--- src/hdl/looper_pkg.sv ---
package looper_pkg;

	// datapath widths
	localparam int DATA_W    = 16;
	localparam int PREG_W    = 6;
	localparam int NUM_PREGS = 64;
	localparam int IMM_W     = 10;

	typedef logic [DATA_W-1:0] data_t;
	typedef logic [PREG_W-1:0] preg_t;
	typedef logic [IMM_W-1:0]  imm_t;

	typedef enum logic [2:0] {
		ALU_ADD,
		ALU_SUB,
		ALU_AND,
		ALU_OR,
		ALU_XOR,
		ALU_SHL,
		ALU_SHR,
		ALU_LDI
	} alu_mode_t;

	// apb side
	typedef logic [11:0] paddr_t;
	typedef logic [31:0] pdata_t;

	localparam paddr_t ADDR_ISSUE_ALU1 = 12'h100;
	localparam paddr_t ADDR_ISSUE_ALU2 = 12'h104;
	localparam paddr_t ADDR_ISSUE_MULT = 12'h108;
	localparam paddr_t ADDR_STATUS     = 12'h110;
	// register space starts at 12'h000, one word per entry
	localparam paddr_t REGFILE_TOP     = 12'h0FC;

	// issue word layout
	localparam int ISS_DST_LSB     = 0;
	localparam int ISS_SRC1_LSB    = 6;
	localparam int ISS_SRC2_LSB    = 12;
	localparam int ISS_MODE_LSB    = 18;
	localparam int ISS_USE_IMM_BIT = 21;
	localparam int ISS_IMM_LSB     = 22;

endpackage

--- src/hdl/operand_stage.sv ---
`timescale 1ns/1ps

module operand_stage (
	input  logic                  clk,
	input  logic                  arst_n,
	input  logic                  alu1_iss_vld,
	input  looper_pkg::preg_t     alu1_iss_dst,
	input  looper_pkg::preg_t     alu1_iss_src1,
	input  looper_pkg::preg_t     alu1_iss_src2,
	input  looper_pkg::alu_mode_t alu1_iss_mode,
	input  logic                  alu1_iss_use_imm,
	input  looper_pkg::imm_t      alu1_iss_imm,
	input  logic                  alu2_iss_vld,
	input  looper_pkg::preg_t     alu2_iss_dst,
	input  looper_pkg::preg_t     alu2_iss_src1,
	input  looper_pkg::preg_t     alu2_iss_src2,
	input  looper_pkg::alu_mode_t alu2_iss_mode,
	input  logic                  alu2_iss_use_imm,
	input  looper_pkg::imm_t      alu2_iss_imm,
	input  logic                  mult_iss_vld,
	input  looper_pkg::preg_t     mult_iss_dst,
	input  looper_pkg::preg_t     mult_iss_src1,
	input  looper_pkg::preg_t     mult_iss_src2,
	input  logic                  mult_iss_use_imm,
	input  looper_pkg::imm_t      mult_iss_imm,
	output looper_pkg::preg_t     rd_addr_0,
	output looper_pkg::preg_t     rd_addr_1,
	output looper_pkg::preg_t     rd_addr_2,
	output looper_pkg::preg_t     rd_addr_3,
	output looper_pkg::preg_t     rd_addr_4,
	output looper_pkg::preg_t     rd_addr_5,
	input  looper_pkg::data_t     rd_data_0,
	input  looper_pkg::data_t     rd_data_1,
	input  looper_pkg::data_t     rd_data_2,
	input  looper_pkg::data_t     rd_data_3,
	input  looper_pkg::data_t     rd_data_4,
	input  looper_pkg::data_t     rd_data_5,
	output logic                  alu1_ex_vld,
	output looper_pkg::data_t     alu1_ex_op1,
	output looper_pkg::data_t     alu1_ex_op2,
	output looper_pkg::preg_t     alu1_ex_dst,
	output looper_pkg::alu_mode_t alu1_ex_mode,
	output logic                  alu2_ex_vld,
	output looper_pkg::data_t     alu2_ex_op1,
	output looper_pkg::data_t     alu2_ex_op2,
	output looper_pkg::preg_t     alu2_ex_dst,
	output looper_pkg::alu_mode_t alu2_ex_mode,
	output logic                  mult_ex_vld,
	output looper_pkg::data_t     mult_ex_op1,
	output looper_pkg::data_t     mult_ex_op2,
	output looper_pkg::preg_t     mult_ex_dst
);
	import looper_pkg::*;

	// immediate is zero-extended
	function automatic data_t sel_op2(input logic use_imm, input imm_t imm, input data_t rd);
		return use_imm ? {{(DATA_W - IMM_W){1'b0}}, imm} : rd;
	endfunction

	// port pairs: alu1 0/1, alu2 2/3, mult 4/5
	assign rd_addr_0 = alu1_iss_src1;
	assign rd_addr_1 = alu1_iss_src2;
	assign rd_addr_2 = alu2_iss_src1;
	assign rd_addr_3 = alu2_iss_src2;
	assign rd_addr_4 = mult_iss_src1;
	assign rd_addr_5 = mult_iss_src2;

	always_ff @(posedge clk or negedge arst_n) begin
		if (!arst_n) begin
			alu1_ex_vld <= 1'b0;
			alu2_ex_vld <= 1'b0;
			mult_ex_vld <= 1'b0;
		end else begin
			alu1_ex_vld <= alu1_iss_vld;
			alu2_ex_vld <= alu2_iss_vld;
			mult_ex_vld <= mult_iss_vld;
		end
	end

	always_ff @(posedge clk) begin
		if (alu1_iss_vld) begin
			alu1_ex_op1  <= rd_data_0;
			alu1_ex_op2  <= sel_op2(alu1_iss_use_imm, alu1_iss_imm, rd_data_1);
			alu1_ex_dst  <= alu1_iss_dst;
			alu1_ex_mode <= alu1_iss_mode;
		end
		if (alu2_iss_vld) begin
			alu2_ex_op1  <= rd_data_2;
			alu2_ex_op2  <= sel_op2(alu2_iss_use_imm, alu2_iss_imm, rd_data_3);
			alu2_ex_dst  <= alu2_iss_dst;
			alu2_ex_mode <= alu2_iss_mode;
		end
		if (mult_iss_vld) begin
			mult_ex_op1 <= rd_data_4;
			mult_ex_op2 <= sel_op2(mult_iss_use_imm, mult_iss_imm, rd_data_5);
			mult_ex_dst <= mult_iss_dst;
		end
	end

endmodule

--- config.mk ---
export PLATFORM = sky130hd
export DESIGN_NAME = operand_stage
export DESIGN_NICKNAME = d
export VERILOG_FILES = /design/src/hdl/looper_pkg.sv /design/src/hdl/operand_stage.sv
export SDC_FILE = /design/constraint.sdc
export NUM_CORES = 1
export LEC_CHECK = 0
export ABC_CLOCK_PERIOD_IN_PS = 800
export BUFFER_PORTS_ARGS = -buffer_cell sky130_fd_sc_hd__buf_2
export CORE_MARGIN = 1.5
export CORE_UTILIZATION = 25
export DETAILED_ROUTE_END_ITERATION = 7
export PLACE_DENSITY_LB_ADDON = 0.08
export SYNTH_ARGS = -nofsm -noshare
export SYNTH_HDL_FRONTEND = slang
export SYNTH_SLANG_ARGS = --single-unit
--- constraint.sdc ---
create_clock -name clk -period 0.8 [get_ports clk]
set_input_delay 0.16 -clock clk [delete_from_list [all_inputs] [get_ports clk]]
set_output_delay 0.16 -clock clk [all_outputs]
set_load 0.01 [all_outputs]
==> results.md <==
* Status: finished, violations left
* Failing checks: setup timing
* Final period util at 138%
* Final worst slack at -0.300 ns
* Worst setup EP type: output port
* First-pass GRT wire length at 17,100 um
* # IOs at 353
* CP arrival at 0.94 ns
* Post-route insts no fill at 796
* Final core occ at 41.1%
* Yosys reg bits at 123
* Total grt overflow at 0
* Min Hold Slack at 0.0320 ns
* Final Hold Viols at 0
* WP buf/inv at 1
* RD Place Congestion at 0.705
* CTS Buf Count at 17
* F_max at between 0.9 and 1 GHz
* Via Count at 3,091
* Crit path launch: mult_ex_op2[13]
* Port-buffer cells at 280
* Clock sink count at 123
* Worst hold path startpoint: rd_data_3[11]
* Drt first pass iters at 4
* Post-CTS Setup Bufs at 0
* Antenna-violating nets left at 0
* Share of cells above drive strength 1 at between 60% and 70%
* Mean Syn Cell Area at 21.3 um2
* Leakage at 3.24 nW
* Initial Util at approximately a quarter
* Vias per Instance at approximately 3.9
* Setup Crit Path Kind: register to output port
* Initial antenna violation count at 0
* Antenna cells at 0
* Mapped Area at 4550 um2
* Die area at roughly 19,000 um2
* Max rail drop VDD at 1.36 mV
* Placement Cell Area at 6080 um2
* Cells after synthesis at around 210
* DR WL/cell at 15.3 um
* Pre-CTS setup slack at -0.276 ns
* Yosys warning count at 0
* Worst setup SP type: register
* Clk slew on worst S/H paths at 0.06 ns
* CP required at 0.64 ns
* Worst rel slew slack at a little under 80%
* Area delta synth->final at 61.7%
* CP max FO at 1
* CP max stage cell: edfxtp_1
* H-Tree Depth at 4
* Worst min path class: input port to register
* Die Wd at around 140 um
* CTS Root Cell: clkbuf_16
* Worst-margin pin slew at 0.310 ns
* Critical path cell sequence: buf_2
* Post-synthesis sequential area ratio at a little over 80%
* Worst path top cell family by delay: flip-flops
* Placed cells at 693
* Row count at 49
* Synth cell types at 8
* Design area at 7350 um2
* Largest net degree at the start of global routing at 22
* RSZ-0062 raised after global routing: yes
* Fin crit period at 1.10 ns
* Core Region at 17,900 um2
* Vias in the first global route at 3,353
* Syn_nets at 407
* Drt total wl at between 10,000 and 15,000 um
* TritonCTS clock tree: done
* Total GRT Usage at 12.6%
* CP max stage delay at between 0.3 and 0.4 ns
* MaxCap Viol Count at 0
* HPWL Detailed at 9290 um
* PD cells at ~2200 nW/um2
* Final Setup Violations at 123
* Drt initial violations at 89
* DRC viols at 0
* Max Root-Sink Buffers at 2
* Nets at 750
* Max-slew violation count at 0
* Die Height at 138 um
## routing by layer
layer	routed length [um]	vias to the layer above	global-route usage (%)
met4	325	0	7.23
met5	0	-	0
met2	6550	162	22.7
li1	-	1452	-
met1	4060	1440	11.5
met3	1210	37	5.85
## where the power goes
group | switching [mW] | internal (mW)
registers | 0.121 | 7.67
clock network | 2.62 | 4.14
logic | 0.873 | 1.10
## logic make-up (layout without fill, tap and decap cells)
group / Yosys count / after routing / synth area share (%)
multiplexers: 30 / 30 / 8.42
AND/OR/NAND/NOR: 18 / 18 / 2.97
flip-flops: 123 / 123 / 80.9
buffers and inverters: 42 / 396 / 7.68
## path summary, 6_finish.rpt
| path | end | slack, ns | cells after the start |
|---|---|---|---|
| max in group asynchronous | alu2_ex_vld | 0.59 | 2 |
| hold / removal | alu2_ex_op2[11] | 0.03 | 2 |
| min in group asynchronous | mult_ex_vld | 0.08 | 2 |
| setup / recovery | mult_ex_op2[13] | -0.30 | 1 |
## state kept, by name, summed over array words and instances, names as in the netlist
name,cells
mult_ex_dst,6
alu1_ex_op1,16
alu1_ex_mode,3
alu2_ex_vld,1
mult_ex_op1,16
mult_ex_op2,16
alu2_ex_mode,3
alu2_ex_op2,16
alu1_ex_vld,1
mult_ex_vld,1
alu1_ex_dst,6
alu2_ex_dst,6
alu1_ex_op2,16
alu2_ex_op1,16
## metrics by stage
step	TNS, ns	power (mW)
final	-33.16	16.5
after global routing	-39.29	17.3
after CTS	-36.71	16.8
after detailed placement	-10.72	9.64
after global placement	-10.44	9.62
after floorplan	-2.14	8.68
## synthesized netlist by cell type
master,count,area [um2]
mux2_4,12,180
edfxtp_1,120,3600
buf_6,3,33.8
dfrtp_1,3,75.1
and2b_1,18,135
buf_8,3,45.0
buf_4,36,270
mux2_2,18,203
## final cells by class
type	count	area [um2]
repair buffers	366	2350
clock inverters	12	83.8
clock buffers	18	429
multi-input cells	48	518
flip-flops and latches	123	3680
well taps	229	287
fillers	1696	10600
## timing repair
action                                  in CTS  in global routing
hold buffers                                73                  0
endpoints found under the setup margin     123                123
resized for setup                            4                  2
endpoints found under the hold margin       75                  0
## layout by cell type, fill, tap and decap left out, types with 3 or more instances in the layout
cell | Yosys | final
mux2_4 | 12 | 12
mux2_2 | 18 | 18
clkinv_1 | 0 | 6
buf_6 | 3 | 4
buf_12 | 0 | 8
buf_2 | 0 | 276
dlygate4sd3_1 | 0 | 73
dfrtp_1 | 3 | 3
clkinv_2 | 0 | 3
and2b_1 | 18 | 18
buf_4 | 36 | 5
edfxtp_1 | 120 | 120
clkbuf_16 | 0 | 17
(Power assumes the default switching activity.)
