<file path="src/hdl/looper_pkg.sv">
package looper_pkg;

	// datapath widths
	localparam int DATA_W    = 16;
	localparam int PREG_W    = 6;
	localparam int NUM_PREGS = 64;
	localparam int IMM_W     = 10;

	typedef logic [DATA_W-1:0] data_t;
	typedef logic [PREG_W-1:0] preg_t;
	typedef logic [IMM_W-1:0]  imm_t;

	typedef enum logic [2:0] {
		ALU_ADD,
		ALU_SUB,
		ALU_AND,
		ALU_OR,
		ALU_XOR,
		ALU_SHL,
		ALU_SHR,
		ALU_LDI
	} alu_mode_t;

	// apb side
	typedef logic [11:0] paddr_t;
	typedef logic [31:0] pdata_t;

	localparam paddr_t ADDR_ISSUE_ALU1 = 12'h100;
	localparam paddr_t ADDR_ISSUE_ALU2 = 12'h104;
	localparam paddr_t ADDR_ISSUE_MULT = 12'h108;
	localparam paddr_t ADDR_STATUS     = 12'h110;
	// register space starts at 12'h000, one word per entry
	localparam paddr_t REGFILE_TOP     = 12'h0FC;

	// issue word layout
	localparam int ISS_DST_LSB     = 0;
	localparam int ISS_SRC1_LSB    = 6;
	localparam int ISS_SRC2_LSB    = 12;
	localparam int ISS_MODE_LSB    = 18;
	localparam int ISS_USE_IMM_BIT = 21;
	localparam int ISS_IMM_LSB     = 22;

endpackage

</file>
<file path="src/hdl/alu_unit.sv">
`timescale 1ns/1ps

module alu_unit (
	input  logic                  clk,
	input  logic                  arst_n,
	input  logic                  ex_vld,
	input  looper_pkg::data_t     ex_op1,
	input  looper_pkg::data_t     ex_op2,
	input  looper_pkg::preg_t     ex_dst,
	input  looper_pkg::alu_mode_t ex_mode,
	output logic                  wb_vld,
	output looper_pkg::preg_t     wb_dst,
	output looper_pkg::data_t     wb_data
);
	import looper_pkg::*;

	data_t result;

	// results wrap at data width
	always_comb begin
		result = '0;
		case (ex_mode)
			ALU_ADD: result = ex_op1 + ex_op2;
			ALU_SUB: result = ex_op1 - ex_op2;
			ALU_AND: result = ex_op1 & ex_op2;
			ALU_OR:  result = ex_op1 | ex_op2;
			ALU_XOR: result = ex_op1 ^ ex_op2;
			ALU_SHL: result = ex_op1 << ex_op2[3:0];
			ALU_SHR: result = ex_op1 >> ex_op2[3:0];
			ALU_LDI: result = ex_op2;
		endcase
	end

	always_ff @(posedge clk or negedge arst_n) begin
		if (!arst_n)
			wb_vld <= 1'b0;
		else
			wb_vld <= ex_vld;
	end

	always_ff @(posedge clk) begin
		if (ex_vld) begin
			wb_dst  <= ex_dst;
			wb_data <= result;
		end
	end

endmodule

</file>
<file path="config.mk">
export PLATFORM = sky130hd
export DESIGN_NAME = alu_unit
export DESIGN_NICKNAME = d
export VERILOG_FILES = /design/src/hdl/looper_pkg.sv /design/src/hdl/alu_unit.sv
export SDC_FILE = /design/constraint.sdc
export NUM_CORES = 1
export LEC_CHECK = 0
export ABC_AREA = 0
export BUFFER_PORTS_ARGS = -buffer_cell sky130_fd_sc_hd__buf_2
export CAP_MARGIN = 10
export CORE_ASPECT_RATIO = 0.8
export CORE_MARGIN = 2
export CORE_UTILIZATION = 26
export CTS_CLUSTER_DIAMETER = 40
export DETAILED_ROUTE_END_ITERATION = 12
export SETUP_SLACK_MARGIN = 0.1
export SYNTH_ARGS = -nofsm -noshare
export SYNTH_HDL_FRONTEND = slang
export SYNTH_SLANG_ARGS = --single-unit
</file>
<file path="constraint.sdc">
create_clock -name clk -period 0.8 [get_ports clk]
set_input_delay 0.12 -clock clk [delete_from_list [all_inputs] [get_ports clk]]
set_output_delay 0.12 -clock clk [all_outputs]
set_load 0.02 [all_outputs]
</file>
==> impl_metrics.json, run 1 <==
{
  "layout.nets": 855,
  "hp-class": "input pin to flip-flop",
  "avgRoutedWirePerCell_um": 18.2,
  "floorplan.rows": 41,
  "drive_above_1_share_pct": 47.4,
  "synth_seq_cells": 23,
  "synth_nets": 623,
  "diodes": 0,
  "crit_path_cell_trace": "buf_6, nor4_4, buf_6, nand4_1, o41ai_2, xnor2_1, ha_1, buf_6, inv_2, o22ai_1, o21a_1, a211oi_2, a21oi_1, nand3b_1",
  "nFillCells": 1519,
  "cts_tree": "built",
  "synth-edff-count": 22,
  "synth_cell_types": 69,
  "relSlewSlack_pct": 56.2,
  "yosysWarnings": 0,
  "instances_no_fill": 975,
  "grt_pass1_wl_um": 26800,
  "floorplan.core_area_um2": 15900,
  "syn-instance-count": 529,
  "die_y_um": 118,
  "slew_violations": 0,
  "arrival_ns": 2.52,
  "violations": "negative setup slack",
  "grt_pass1_vias": 4895,
  "die_area_um2": 17300,
  "setup_ws_ns": -1.72,
  "p_leak_nw": 3.21,
  "crit_path_frequent_cell": "buf_6",
  "crit_slowest_cell": "o41ai_2",
  "place_inst": 939,
  "wl_met1_um": 8340,
  "crit_type": "input pin to flip-flop",
  "top_layer": "met4",
  "mostFrequentLayoutCells": "buf_4 (173), buf_2 (50), nor2_1 (46)",
  "cts.sinks": 23,
  "outcome": "finished with violations",
  "root_buffer": "clkbuf_16",
  "slowest_delay_ns": 0.37,
  "worstPathBufferInverterCount": 4,
  "routed_wl_um": 17700,
  "io_pins": 67,
  "start_util_pct": 26.7,
  "min_period_ns": 2.52,
  "dp_slack_ns": -2.10,
  "port_buffers": 66,
  "ys_async_sr_fraction_pct": 4.35,
  "start_kind": "input pin",
  "cts_buffers": 3,
  "timing.fmax_ghz": 0.397,
  "grt_max_degree": 34,
  "layout_commonest_cell": "buf_4",
  "ctsLongestPathBuffers": 2,
  "routed_via_density": 5.25,
  "drt_iter0_markers": 474,
  "synth.avg_cell_area_um2": 8.00,
  "mappedNetlistArea_um2": 4230,
  "finalSetupViolations": 39,
  "cp-end-kind": "flip-flop",
  "gp_congestion": 0.954,
  "worstMarginPinSlew_ns": 0.654,
  "ir_drop_v": 0.000682,
  "vias": 5119,
  "required_ns": 0.79,
  "fin_area_um2": 7050,
  "antenna_found_initial": 0,
  "p_per_area_nw_per_um2": 1080,
  "hold_viol_final": 0,
  "drc": 0,
  "die-width_um": 147,
  "post-route-util_pct": 44.5,
  "grt.overflow.total": 0,
  "max-cap-violations": 0,
  "clk_pin_slew_ns": 0.07,
  "setup-tns-final_ns": -24.17,
  "cp_max_fo": 5,
  "cts_max_level": 1,
  "dr_wl_met3_um": 1570,
  "grt_setup_unrepaired": "yes",
  "min_period_over_period_pct": 315,
  "ys.flop_type": "edfxtp_1",
  "dp_hpwl_um": 13500,
  "ant_nets": 0,
  "syn_to_final_growth_pct": 66.5,
  "drt-pass1-iter-count": 7,
  "critPathTopFamily": "compound AO/OA/AOI/OAI gates",
  "placed_area_um2": 6000,
  "wl_met2_um": 7460,
  "grt_usage_pct": 19.5,
  "ys_seq_area_share_pct": 16.2
}
state kept, by name (all words and copies together), names as in the netlist:
name / count
wb_data: 16
wb_dst: 6
wb_vld: 1
power by group:
part,internal [mW],switching (mW)
combinational,2.42,2.55
sequential,1.50,0.0422
clock,0.673,0.430
total,4.60,3.02
cell usage after synthesis, types with 10 or more instances:
library cell   n  share of area (%)
nand3_1       10                1.2
a21oi_1       44                5.2
edfxtp_1      22                 16
a211oi_1      17                3.0
nor2_1        54                4.8
clkbuf_1      20                1.8
inv_1         38                3.4
nor3_1        11                1.3
o21ai_0       26                3.1
xnor2_1       18                3.7
ha_1          49                 14
nand2_1       30                2.7
mux2i_1       36                8.5
cell type report:
cell class,count,area (um2),area share (%)
multi-input combinational,430,3720,52.8
timing repair buffer,263,2130,30.2
sequential,23,686,9.72
tap,215,269,3.82
inverter,40,163,2.31
clock buffer,3,75.1,1.06
clock inverter,1,5.00,0.0710
logic make-up after synthesis:
logic type	share of synthesized area [%]
and+or+nand+nor	17.1
adders and majority gates	15.0
AOI/OAI and AO/OA	25.2
xor gates and xnor gates	4.55
muxes	14.4
buffers and inverters	7.68
DFF	16.2
timing repair:
item | 4_1_cts | 5_1_grt
buffers inserted | 14 | 14
pin swaps | 26 | 44
endpoints found under the setup margin | 39 | 39
gates resized for setup | 84 | 68
endpoints found under the hold margin | 1 | 0
hold buffers | 1 | 0
gates cloned | 2 | 2
metrics by stage:
stage | hold slack (ns) | total power [mW]
after global routing | 0.0326 | 8.01
final | 0.0307 | 7.62
after CTS | 0.0275 | 7.09
after global placement | -0.106 | 5.48
after detailed placement | -0.101 | 5.50
after floorplan | -0.176 | 3.76
routing by layer:
layer	global-route usage [%]	up-vias
met5	0	-
met4	4.67	0
met3	3.78	29
met2	29.2	244
met1	28.8	2391
li1	-	2455
path summary, 6_finish.rpt:
kind,cells after the start,end,from
min in group asynchronous,2,wb_vld$_DFF_PN0_,arst_n
setup / recovery,14,wb_data[15]$_DFFE_PP_,ex_op2[6]
max in group asynchronous,2,wb_vld$_DFF_PN0_,arst_n
hold / removal,1,wb_dst[1]$_DFFE_PP_,ex_dst[1]
Power figures use the tool's default switching activity.
==> inputs of run 2 (changes only) <==
CORE_UTILIZATION = 53   (was 26)
PLACE_DENSITY = 0.78   (was default)
clock period = 2.04 ns   (was 0.8 ns; I/O delays follow)
==> run 2 against run 1 <==
  * The run still ends with negative setup slack left
  * Combinational power shrank 60%
  * Sequential share of layout area grew 0.43 points
  * Flip-flop and latch count is the same
  * Critical path depth grew 1
  * Wire length grew 13%
  * Worst hold slack gained 0.15 ns
  * Largest cell class unchanged
==> impl_metrics.json, run 2 (synthesized netlist as in run 1, its figures left out) <==
{
  "outcome": "finished with violations",
  "violations": "negative setup slack",
  "drt-pass1-iter-count": 6,
  "min_period_ns": 2.97,
  "start_util_pct": 54.0,
  "antenna_found_initial": 0,
  "cts.sinks": 23,
  "layout_commonest_cell": "buf_4",
  "drt_iter0_markers": 796,
  "floorplan.rows": 29,
  "crit_type": "input pin to flip-flop",
  "drive_above_1_share_pct": 47.2,
  "setup_ws_ns": -0.930,
  "min_period_over_period_pct": 146,
  "die-width_um": 104,
  "setup-tns-final_ns": -7.19,
  "grt_setup_unrepaired": "yes",
  "syn_to_final_growth_pct": 59.5,
  "routed_via_density": 6.63,
  "drc": 0,
  "dp_hpwl_um": 13300,
  "vias": 5728,
  "root_buffer": "clkbuf_8",
  "ant_nets": 0,
  "hold_viol_final": 0,
  "required_ns": 2.09,
  "worstMarginPinSlew_ns": 0.665,
  "timing.fmax_ghz": 0.337,
  "cts_max_level": 1,
  "avgRoutedWirePerCell_um": 23.3,
  "p_per_area_nw_per_um2": 433,
  "ctsLongestPathBuffers": 2,
  "clk_pin_slew_ns": 0.10,
  "cts_buffers": 3,
  "routed_wl_um": 20100,
  "max-cap-violations": 0,
  "seqPwrFrac_pct": 20.7,
  "grt.overflow.total": 0,
  "intPower_mw": 1.65,
  "grt_max_degree": 41,
  "cp-end-kind": "flip-flop",
  "swShare_pct": 43.5,
  "diodes": 0,
  "mostFrequentLayoutCells": "buf_4 (171), buf_2 (60), nor2_1 (46)",
  "nFillCells": 437,
  "grt_pass1_wl_um": 28300,
  "gp_congestion": 1.04,
  "finalSetupViolations": 14,
  "start_kind": "input pin",
  "relSlewSlack_pct": 55.3,
  "cts_tree": "built",
  "dp_slack_ns": -1.18,
  "largest_register_ffs": 16,
  "grt_pass1_vias": 5252,
  "ir_drop_v": 0.000324,
  "p_switching_mw": 1.27,
  "hp-class": "input pin to flip-flop",
  "die_area_um2": 8720,
  "p_leak_nw": 3.14,
  "io_pins": 67,
  "die_y_um": 83.9,
  "largestRegisters": "wb_data x16, wb_dst x6, wb_vld x1",
  "grt_usage_pct": 41.2,
  "layout.nets": 851,
  "comb_power_share_pct": 68.3,
  "top_register": "wb_data",
  "cp_max_fo": 3,
  "arrival_ns": 3.02,
  "floorplan.core_area_um2": 7840,
  "clock_power_share_pct": 11.0,
  "slew_violations": 0,
  "port_buffers": 66
}
[run 2: changes by cell type in the layout (fill, tap and decap cells not counted), moves of 3 or more]
cell / delta
buf_12: -3
nand2_2: -3
mux2i_2: +3
a21oi_1: -3
a21oi_2: +3
clkbuf_16: -4
buf_6: -10
buf_2: +10
clkbuf_8: +3
nand3_1: -3
[run 2: critical path, cell delays in order]
cell,delay [ns]
buf_8,0.10
nor4_4,0.30
buf_4,0.19
nand4_1,0.17
buf_4,0.21
o41ai_4,0.23
xnor2_1,0.21
ha_1,0.32
buf_4,0.16
nand2_1,0.06
o22ai_1,0.07
o21a_1,0.21
a211oi_2,0.20
a21oi_1,0.12
nand3b_1,0.18
[run 2: area by class of cell]
type / count / area [um2] / share of cell area [%]
Sequential cell: 23 / 686 / 10.2
Multi-Input combinational cell: 430 / 3750 / 55.5
Clock buffer: 3 / 41.3 / 0.611
Tap cell: 108 / 135 / 2.00
Clock inverter: 1 / 5.00 / 0.0741
Inverter: 40 / 158 / 2.33
Timing Repair Buffer: 259 / 1980 / 29.4
[run 2: path summary, 6_finish.rpt]
check | from | endpoint | cells past startpoint
worst max-delay path | ex_op2[4] | wb_data[15]$_DFFE_PP_ | 15
min in group asynchronous | arst_n | wb_vld$_DFF_PN0_ | 2
worst min-delay path | ex_dst[0] | wb_dst[0]$_DFFE_PP_ | 1
max in group asynchronous | arst_n | wb_vld$_DFF_PN0_ | 2
[run 2: per-layer routing]
layer | GRT usage [%] | up-vias | part of all wire [%]
met2 | 69.8 | 500 | 44
li1 | - | 2439 | -
met3 | 6.71 | 166 | 11
met1 | 51.8 | 2623 | 36
met5 | 0 | - | 0
met4 | 18.2 | 0 | 8.0
[run 2: timing repair]
item | CTS | global route
resized for setup | 62 | 62
hold buffers | 1 | 0
setup buffers | 25 | 11
pin swaps | 54 | 33
endpoints found under the hold margin | 1 | 0
endpoints found under the setup margin | 15 | 16
gates cloned | 2 | 1
[run 2: through the flow]
stage	std cells	utilization [%]	hold slack (ns)	power, mW	instance area (um2)
global placement	823	73.9	0.0819	2.09	5800
global route	864	86.2	0.174	3.03	6750
detailed placement	823	73.9	0.0856	2.14	5800
floorplan	529	-	0.0104	1.47	4370
finish	864	86.2	0.183	2.93	6750
CTS	853	81.0	0.203	2.61	6350
[run 2: power by group through the flow]
stage	clock network, mW	logic, mW	registers (mW)
5_1_grt	0.339	2.08	0.608
3_5_place_dp	0	1.53	0.613
2_1_floorplan	0	0.781	0.688
3_3_place_gp	0	1.48	0.611
4_1_cts	0.311	1.70	0.602
6_report	0.321	2.00	0.606
