`config.mk`:
```
export PLATFORM = sky130hd
export DESIGN_NAME = apb_host_port
export DESIGN_NICKNAME = d
export VERILOG_FILES = /design/src/hdl/looper_pkg.sv /design/src/hdl/apb_host_port.sv
export SDC_FILE = /design/constraint.sdc
export NUM_CORES = 1
export LEC_CHECK = 0
export ABC_AREA = 1
export BUFFER_PORTS_ARGS = -buffer_cell sky130_fd_sc_hd__clkbuf_2
export CORE_MARGIN = 3
export CORE_UTILIZATION = 46
export DETAILED_ROUTE_END_ITERATION = 10
export HOLD_SLACK_MARGIN = 0.02
export PLACE_DENSITY = 0.86
export SYNTH_ARGS = -nofsm -noshare
export SYNTH_HDL_FRONTEND = slang
export SYNTH_SLANG_ARGS = --single-unit
```
`constraint.sdc`:
```
create_clock -name clk -period 1.7 [get_ports clk]
set_clock_uncertainty 0.05 [all_clocks]
set_input_delay 0.085 -clock clk [delete_from_list [all_inputs] [get_ports clk]]
set_output_delay 0.085 -clock clk [all_outputs]
set_load 0.02 [all_outputs]
```
`src/hdl/looper_pkg.sv`:
```
package looper_pkg;

	// datapath widths
	localparam int DATA_W    = 16;
	localparam int PREG_W    = 6;
	localparam int NUM_PREGS = 64;
	localparam int IMM_W     = 10;

	typedef logic [DATA_W-1:0] data_t;
	typedef logic [PREG_W-1:0] preg_t;
	typedef logic [IMM_W-1:0]  imm_t;

	typedef enum logic [2:0] {
		ALU_ADD,
		ALU_SUB,
		ALU_AND,
		ALU_OR,
		ALU_XOR,
		ALU_SHL,
		ALU_SHR,
		ALU_LDI
	} alu_mode_t;

	// apb side
	typedef logic [11:0] paddr_t;
	typedef logic [31:0] pdata_t;

	localparam paddr_t ADDR_ISSUE_ALU1 = 12'h100;
	localparam paddr_t ADDR_ISSUE_ALU2 = 12'h104;
	localparam paddr_t ADDR_ISSUE_MULT = 12'h108;
	localparam paddr_t ADDR_STATUS     = 12'h110;
	// register space starts at 12'h000, one word per entry
	localparam paddr_t REGFILE_TOP     = 12'h0FC;

	// issue word layout
	localparam int ISS_DST_LSB     = 0;
	localparam int ISS_SRC1_LSB    = 6;
	localparam int ISS_SRC2_LSB    = 12;
	localparam int ISS_MODE_LSB    = 18;
	localparam int ISS_USE_IMM_BIT = 21;
	localparam int ISS_IMM_LSB     = 22;

endpackage

```
`src/hdl/apb_host_port.sv`:
```
`timescale 1ns/1ps

module apb_host_port (
	input  logic                  clk,
	input  logic                  arst_n,
	input  logic                  psel,
	input  logic                  penable,
	input  logic                  pwrite,
	input  looper_pkg::paddr_t    paddr,
	input  looper_pkg::pdata_t    pwdata,
	input  looper_pkg::data_t     host_rd_data,
	input  logic                  alu1_wb_vld,
	input  logic                  alu2_wb_vld,
	input  logic                  mult_busy,
	input  logic                  opnd_busy,
	output looper_pkg::pdata_t    prdata,
	output logic                  pready,
	output logic                  pslverr,
	output logic                  host_wr_en,
	output looper_pkg::preg_t     host_wr_addr,
	output looper_pkg::data_t     host_wr_data,
	output looper_pkg::preg_t     host_rd_addr,
	output logic                  alu1_iss_vld,
	output looper_pkg::preg_t     alu1_iss_dst,
	output looper_pkg::preg_t     alu1_iss_src1,
	output looper_pkg::preg_t     alu1_iss_src2,
	output looper_pkg::alu_mode_t alu1_iss_mode,
	output logic                  alu1_iss_use_imm,
	output looper_pkg::imm_t      alu1_iss_imm,
	output logic                  alu2_iss_vld,
	output looper_pkg::preg_t     alu2_iss_dst,
	output looper_pkg::preg_t     alu2_iss_src1,
	output looper_pkg::preg_t     alu2_iss_src2,
	output looper_pkg::alu_mode_t alu2_iss_mode,
	output logic                  alu2_iss_use_imm,
	output looper_pkg::imm_t      alu2_iss_imm,
	output logic                  mult_iss_vld,
	output looper_pkg::preg_t     mult_iss_dst,
	output looper_pkg::preg_t     mult_iss_src1,
	output looper_pkg::preg_t     mult_iss_src2,
	output logic                  mult_iss_use_imm,
	output looper_pkg::imm_t      mult_iss_imm
);
	import looper_pkg::*;

	logic       access;
	logic       wr_access;
	logic       reg_hit;
	logic       status_hit;
	logic [2:0] iss_hit;
	logic [2:0] iss_vld;
	pdata_t     iss_word [3];
	logic       busy;

	assign access     = psel && penable;
	assign wr_access  = access && pwrite;
	assign reg_hit    = (paddr <= REGFILE_TOP);
	assign status_hit = (paddr == ADDR_STATUS);
	// index 0 alu1, 1 alu2, 2 mult
	assign iss_hit[0] = (paddr == ADDR_ISSUE_ALU1);
	assign iss_hit[1] = (paddr == ADDR_ISSUE_ALU2);
	assign iss_hit[2] = (paddr == ADDR_ISSUE_MULT);

	assign pready  = 1'b1;
	assign pslverr = access && !(reg_hit || status_hit || (|iss_hit));

	assign host_rd_addr = paddr[PREG_W+1:2];
	assign host_wr_addr = paddr[PREG_W+1:2];
	assign host_wr_data = pwdata[DATA_W-1:0];
	assign host_wr_en   = wr_access && reg_hit;

	assign busy = (|iss_vld) || opnd_busy || alu1_wb_vld || alu2_wb_vld || mult_busy;

	// issue addresses read back as zero
	always_comb begin
		prdata = '0;
		if (reg_hit)
			prdata = pdata_t'(host_rd_data);
		else if (status_hit)
			prdata[0] = busy;
	end

	// one-shot valids
	always_ff @(posedge clk or negedge arst_n) begin
		if (!arst_n)
			iss_vld <= '0;
		else
			iss_vld <= wr_access ? iss_hit : 3'b000;
	end

	always_ff @(posedge clk) begin
		for (int i = 0; i < 3; i++) begin
			if (wr_access && iss_hit[i])
				iss_word[i] <= pwdata;
		end
	end

	assign alu1_iss_vld     = iss_vld[0];
	assign alu1_iss_dst     = iss_word[0][ISS_DST_LSB +: PREG_W];
	assign alu1_iss_src1    = iss_word[0][ISS_SRC1_LSB +: PREG_W];
	assign alu1_iss_src2    = iss_word[0][ISS_SRC2_LSB +: PREG_W];
	assign alu1_iss_mode    = alu_mode_t'(iss_word[0][ISS_MODE_LSB +: $bits(alu_mode_t)]);
	assign alu1_iss_use_imm = iss_word[0][ISS_USE_IMM_BIT];
	assign alu1_iss_imm     = iss_word[0][ISS_IMM_LSB +: IMM_W];

	assign alu2_iss_vld     = iss_vld[1];
	assign alu2_iss_dst     = iss_word[1][ISS_DST_LSB +: PREG_W];
	assign alu2_iss_src1    = iss_word[1][ISS_SRC1_LSB +: PREG_W];
	assign alu2_iss_src2    = iss_word[1][ISS_SRC2_LSB +: PREG_W];
	assign alu2_iss_mode    = alu_mode_t'(iss_word[1][ISS_MODE_LSB +: $bits(alu_mode_t)]);
	assign alu2_iss_use_imm = iss_word[1][ISS_USE_IMM_BIT];
	assign alu2_iss_imm     = iss_word[1][ISS_IMM_LSB +: IMM_W];

	// mode field ignored for mult
	assign mult_iss_vld     = iss_vld[2];
	assign mult_iss_dst     = iss_word[2][ISS_DST_LSB +: PREG_W];
	assign mult_iss_src1    = iss_word[2][ISS_SRC1_LSB +: PREG_W];
	assign mult_iss_src2    = iss_word[2][ISS_SRC2_LSB +: PREG_W];
	assign mult_iss_use_imm = iss_word[2][ISS_USE_IMM_BIT];
	assign mult_iss_imm     = iss_word[2][ISS_IMM_LSB +: IMM_W];

	// access phase always preceded by a setup phase
	assert property (@(posedge clk) disable iff (!arst_n)
		penable |-> psel && $past(psel) && !$past(penable));

endmodule

```
==> run metrics, run 1 <==
detailed-route DRC error count 0; Synth Cell Area 3620 µm²; top_reg_cell synth edfxtp_1; DRT Pass-1 Iters 4; Final HPWL DP 6470 µm; CP Depth 5; area of the multi-input gates 380 µm²; CP delay by family, top simple AND/OR/NAND/NOR gates; final WL 9100 µm; final worst-path cycle share 0.884; outcome finished clean; final setup vio count 0; share of cells above drive strength 1 0.519; die width 94.7 µm; total gr overflow 0; maxcap violations 0; Worst Path Max Fanout 2; gr usage total 0.199; CP Launch Point iss_vld[1]; routed vias 2570; Arr. time, crit path 1.37 ns; PwrDens 841 nW/µm²; Inserted Clock Buffers 9; Detail Route Antenna Nets 0; post-route setup slack 0.197 ns; Max Slew Vio Count 0; Avg Synthesized Cell Area 15.4 µm²; Post-synth EDFFs 93; DR vias/cell 4.52; CTS tree done; Synth Area in XOR/XNOR 0; hold_sp paddr[2]; GP Congestion 0.745; first-pass GRT wire length 13100 µm; Cell Chain, Critical Path nor4_1, nand2_1, nand2_1, nand2_1, clkbuf_2; # fillers 524; ys async rst share 0.0313; adder-cell share of the synthesized area 0; post-CTS sizing 0; Critical Path Most Common Cell nand2_1; number of buffers and inverters on the critical path 1; Root Buffer Master clkbuf_8; Die ar. 8960 µm²; Yosys top cell area share 0.772; Core Rows 31; min Tclk post-route 1.50 ns; P_leak 2.36 nW; count leader, synth edfxtp_1; post-synthesis sequential area ratio 0.793; Max Fclk 0.665 GHz; Post-CTS Setup Repair Bufs 0; CTS Buffer Depth 2; Simple-Gate Fraction of Synth Area 0.0799; Storage cell area 2870 µm²; Initial Utilization 0.486; DP Area 4620 µm²; Compound-Gate Fraction of Synth Area 0.00138; CP Capture Type primary output; synth top area cells edfxtp_1 (77%), buf_4 (9.3%), nor2_1 (2.7%), inv_1 (2.6%), dfrtp_1 (2.1%); Seq cells post-synth 96; synth warn 0; CP startpoint kind register; I/O Buffers 210; Core Box Area 7450 µm²; hold buffers post-CTS 34; H-tree Lvls 3; setup TNS 0 ns; NumNets Final 534; WL per Instance 16.0 µm; Hold Fails Final Rpt 0; largest net degree at the start of global routing 19; synth unique cells 18; biggest cell delay along the critical path 0.40 ns; Worst Setup Path Type register to primary output; vias in the first global route 2680; RSZ-0062 raised after global routing false; Post-Place Worst Slack 0.236 ns; antenna fix cells 0; Worst-path clk slew 0.08 ns; Max VDD drop 0.621 mV; Iteration-0 DRC Markers 74; Area Overhead vs Synth 42.2%; clock sinks 96; CP Data Required Time 1.56 ns; Die Y 94.7 µm; post-route cell area 5140 µm²; post-synthesis mux area share 0; Post-Syn Instances 235; initial antenna violation count 0; IO Pins 228; Critical Path Sink prdata[0]; worst-path cell with the longest stage delay dfrtp_1; synth cell count leaders edfxtp_1 (93), buf_4 (45), nor2_1 (26); largest family of logic cells by synthesized area buffers and inverters; Hold WC Path Type input pin to register; leading area contributor after synthesis edfxtp_1
## worst min-delay path by stage
stage | end | slack, ns | cells past startpoint
2_1_floorplan | iss_vld[0] | -0.26 | 0
3_3_place_gp | iss_vld[2] | -0.17 | 1
3_5_place_dp | iss_vld[0] | -0.16 | 1
4_1_cts | iss_vld[1] | 0.28 | 6
5_1_grt | iss_vld[1] | 0.33 | 6
6_report | iss_vld[1] | 0.30 | 6
## final cells by class
cell class / count / area share
clock inverter: 7 / 0.0124
inverter: 26 / 0.0190
sequential: 96 / 0.558
multi-input combinational: 82 / 0.0739
timing repair buffer: 250 / 0.289
tap: 99 / 0.0241
clock buffer: 9 / 0.0241
## registers in the layout, summed over array words and instances (netlist names)
| register | flops |
|---|---|
| iss_vld | 3 |
| iss_word | 93 |
## worst min-delay path: stages
cell,delay [ns]
clkbuf_2,0.11
nand2_1,0.07
nor2_1,0.05
nand2_1,0.11
nor2_4,0.06
buf_12,0.15
## report_power, final
part | internal (mW) | switching [mW]
Sequential | 2.59 | 0.0000394
Combinational | 0.149 | 0.210
Clock | 0.560 | 0.817
Total | 3.30 | 1.03
## layer usage
metal / global-route usage / wire length, µm / up-vias
met2: 0.388 / 5150 / 181
li1: - / - / 1194
met1: 0.200 / 2930 / 1179
met4: 0.0709 / 142 / 0
met3: 0.0558 / 875 / 16
met5: 0 / 0 / -
## cell usage in the layout, fill, tap and decap left out, drive strengths merged
master       count
a21oi            1
buf              6
clkbuf         219
clkinv           5
conb            17
dfrtp            3
dlygate4sd3     34
edfxtp          93
inv             28
nand2           23
nand3            4
nand3b           1
nor2            33
nor3             2
nor4             1
## kinds of logic after synthesis
group,count (synthesis)
AO/OA/AOI/OAI,1
buffers and inverters,72
flip-flops,96
other,2
AND/OR/NAND/NOR,64
## per-stage QoR
| step | std cells | hold WS (ns) | utilization | total power [mW] |
|---|---|---|---|---|
| after detailed placement | 519 | -0.164 | 0.620 | 2.93 |
| final | 569 | 0.299 | 0.691 | 4.32 |
| after floorplan | 250 | -0.261 | - | 2.86 |
| after global routing | 569 | 0.332 | 0.691 | 4.48 |
| after CTS | 569 | 0.278 | 0.691 | 4.34 |
| after global placement | 519 | -0.168 | 0.620 | 2.93 |
Note: power is estimated with default switching activity, not from simulation.
==> inputs of run 2 (changes only) <==
--- a/config.mk
+++ b/config.mk
@@ -8,10 +8,10 @@
 export ABC_AREA = 1
 export BUFFER_PORTS_ARGS = -buffer_cell sky130_fd_sc_hd__clkbuf_2
 export CORE_MARGIN = 3
-export CORE_UTILIZATION = 46
+export CORE_UTILIZATION = 42
 export DETAILED_ROUTE_END_ITERATION = 10
 export HOLD_SLACK_MARGIN = 0.02
-export PLACE_DENSITY = 0.86
+export PLACE_DENSITY = 0.79
 export SYNTH_ARGS = -nofsm -noshare
 export SYNTH_HDL_FRONTEND = slang
 export SYNTH_SLANG_ARGS = --single-unit
==> constraint.sdc (replaced) <==
create_clock -name clk -period 1.4 [get_ports clk]
set_clock_uncertainty 0.05 [all_clocks]
set_input_delay 0.07 -clock clk [delete_from_list [all_inputs] [get_ports clk]]
set_output_delay 0.07 -clock clk [all_outputs]
set_load 0.02 [all_outputs]
==> run metrics, run 2 (synthesized netlist as in run 1, its figures left out) <==
outcome finished with violations; failing checks negative setup slack; final worst-path cycle share 1.06; Hold Fails Final Rpt 0 (unchanged); WL per Instance 14.7 µm (-8.2%); Worst Setup Path Type register to primary output; Critical Path Most Common Cell nand2_1; DRT Pass-1 Iters 4 (unchanged); detailed-route DRC error count 0 (unchanged); Detail Route Antenna Nets 0 (unchanged); maxcap violations 0 (unchanged); routed vias 2520 (-1.9%); Largest regs iss_word (93), iss_vld (3); biggest cell delay along the critical path 0.41 ns (about the same); I/O Buffers 210 (unchanged); clock sinks 96 (unchanged); CP Data Required Time 1.28 ns (-0.28 ns); Root Buffer Master clkbuf_8; CTS tree done; largest net degree at the start of global routing 19 (unchanged); Max Slew Vio Count 0 (unchanged); total gr overflow 0 (unchanged); area of the multi-input gates 392 µm² (+3.0%); Final HPWL DP 6440 µm (-0.37%); antenna fix cells 0 (unchanged); H-tree Lvls 3 (unchanged); IO Pins 228 (unchanged); commonest cells after routing, fill and taps aside clkbuf_2 (209), edfxtp_1 (93), dlygate4sd3_1 (34); Worst Path Max Fanout 2 (unchanged); setup TNS -0.0790 ns (-0.0790 ns); max reg flops 93 (unchanged); NumNets Final 537 (+0.56%); Max Fclk 0.676 GHz; Storage cell area 2870 µm² (unchanged); DR vias/cell 4.36 (-3.5%); Inserted Clock Buffers 9 (unchanged); share of cells above drive strength 1 0.531 (+0.0115); Worst-path clk slew 0.08 ns (about the same); Die Y 98.8 µm (+4.4%); Cell Chain, Critical Path nor4_2, nand2_1, nand2_1, nand2_1, buf_2; Initial Utilization 0.436 (-0.0499); Iteration-0 DRC Markers 66 (-11%); RSZ-0062 raised after global routing true; commonest non-fill, non-tap cell in the layout clkbuf_2; Hold WC Path Type input pin to register; GP Congestion 0.722 (-3.2%); PwrDens 1030 nW/µm² (+23%); vias in the first global route 2515 (-6.2%); # fillers 630 (+20%); Arr. time, crit path 1.36 ns (about the same); Largest Register iss_word; final setup vio count 1 (+1); CP Capture Type primary output; number of buffers and inverters on the critical path 1 (unchanged); P_leak 2.38 nW (+1.1%); CP delay by family, top simple AND/OR/NAND/NOR gates; min Tclk post-route 1.48 ns; gr usage total 0.169 (-0.0307); Post-CTS Setup Repair Bufs 0 (unchanged); CTS Buffer Depth 2 (unchanged); final WL 8490 µm (-6.7%); Core Rows 33 (+6.5%); final core utilization 0.630 (-0.0602); Die ar. 9760 µm² (+8.9%); first-pass GRT wire length 12600 µm (-3.6%); Max VDD drop 0.463 mV (-26%); CP startpoint kind register; Core Box Area 8300 µm² (+11%); Area Overhead vs Synth 44.7%; die width 98.8 µm (+4.4%); initial antenna violation count 0 (unchanged); post-route setup slack -0.0790 ns (-0.276 ns); worst-path cell with the longest stage delay dfrtp_1
[run 2: per-layer routing]
metal  vias up  share of wire  routed length, µm  GRT usage
met4         0          0.016                140     0.0704
li1       1202              -                  -          -
met5         -              0                  0          0
met3        13          0.092                780     0.0453
met2       156           0.52               4390      0.302
met1      1149           0.37               3170      0.189
[run 2: final cells by class]
class,instances,share of cell area
Clock buffer,10,0.0244
Clock inverter,6,0.0143
Inverter,26,0.0201
Multi-Input combinational cell,82,0.0748
Sequential cell,96,0.548
Tap cell,105,0.0251
Timing Repair Buffer,253,0.293
[run 2: worst paths after layout]
kind	startpoint	to	slack [ns]	depth (start not counted)
worst max-delay path	iss_vld[0]	prdata[0]	-0.08	5
max in group asynchronous	arst_n	iss_vld[2]	0.60	3
min in group asynchronous	arst_n	iss_vld[1]	0.56	3
worst min-delay path	paddr[2]	iss_vld[1]	0.28	6
[run 2: through the flow]
step	hold WS [ns]	total power, mW	cells	worst slack, ns	cell area, µm²
2_1_floorplan	-0.276	3.47	250	-0.0594	3710
3_3_place_gp	-0.181	3.56	528	-0.0477	4680
3_5_place_dp	-0.180	3.57	528	-0.0628	4680
4_1_cts	0.268	5.44	578	-0.116	5230
5_1_grt	0.320	5.60	578	-0.160	5230
6_report	0.277	5.39	578	-0.0790	5230
[run 2: repair_timing]
| action | in CTS | in global routing |
|---|---|---|
| endpoints found under the hold margin | 96 | 0 |
| cloned | 0 | 0 |
| hold buffers | 34 | 0 |
| pin swaps | 1 | 0 |
| resized for setup | 1 | 1 |
| setup endpoints to repair | 1 | 1 |
[run 2: report_power, final]
| part | total (mW) | internal (mW) | switching [mW] |
|---|---|---|---|
| Combinational | 0.441 | 0.187 | 0.253 |
| Sequential | 3.14 | 3.14 | 0.0000462 |
| Clock | 1.80 | 0.852 | 0.953 |
| Total | 5.39 | 4.18 | 1.21 |
[run 2: tightest hold or removal path: stages]
cell	delay [ns]
clkbuf_2	0.12
nand2_1	0.07
nor2_1	0.05
nand2_1	0.10
nor2_4	0.06
buf_12	0.15
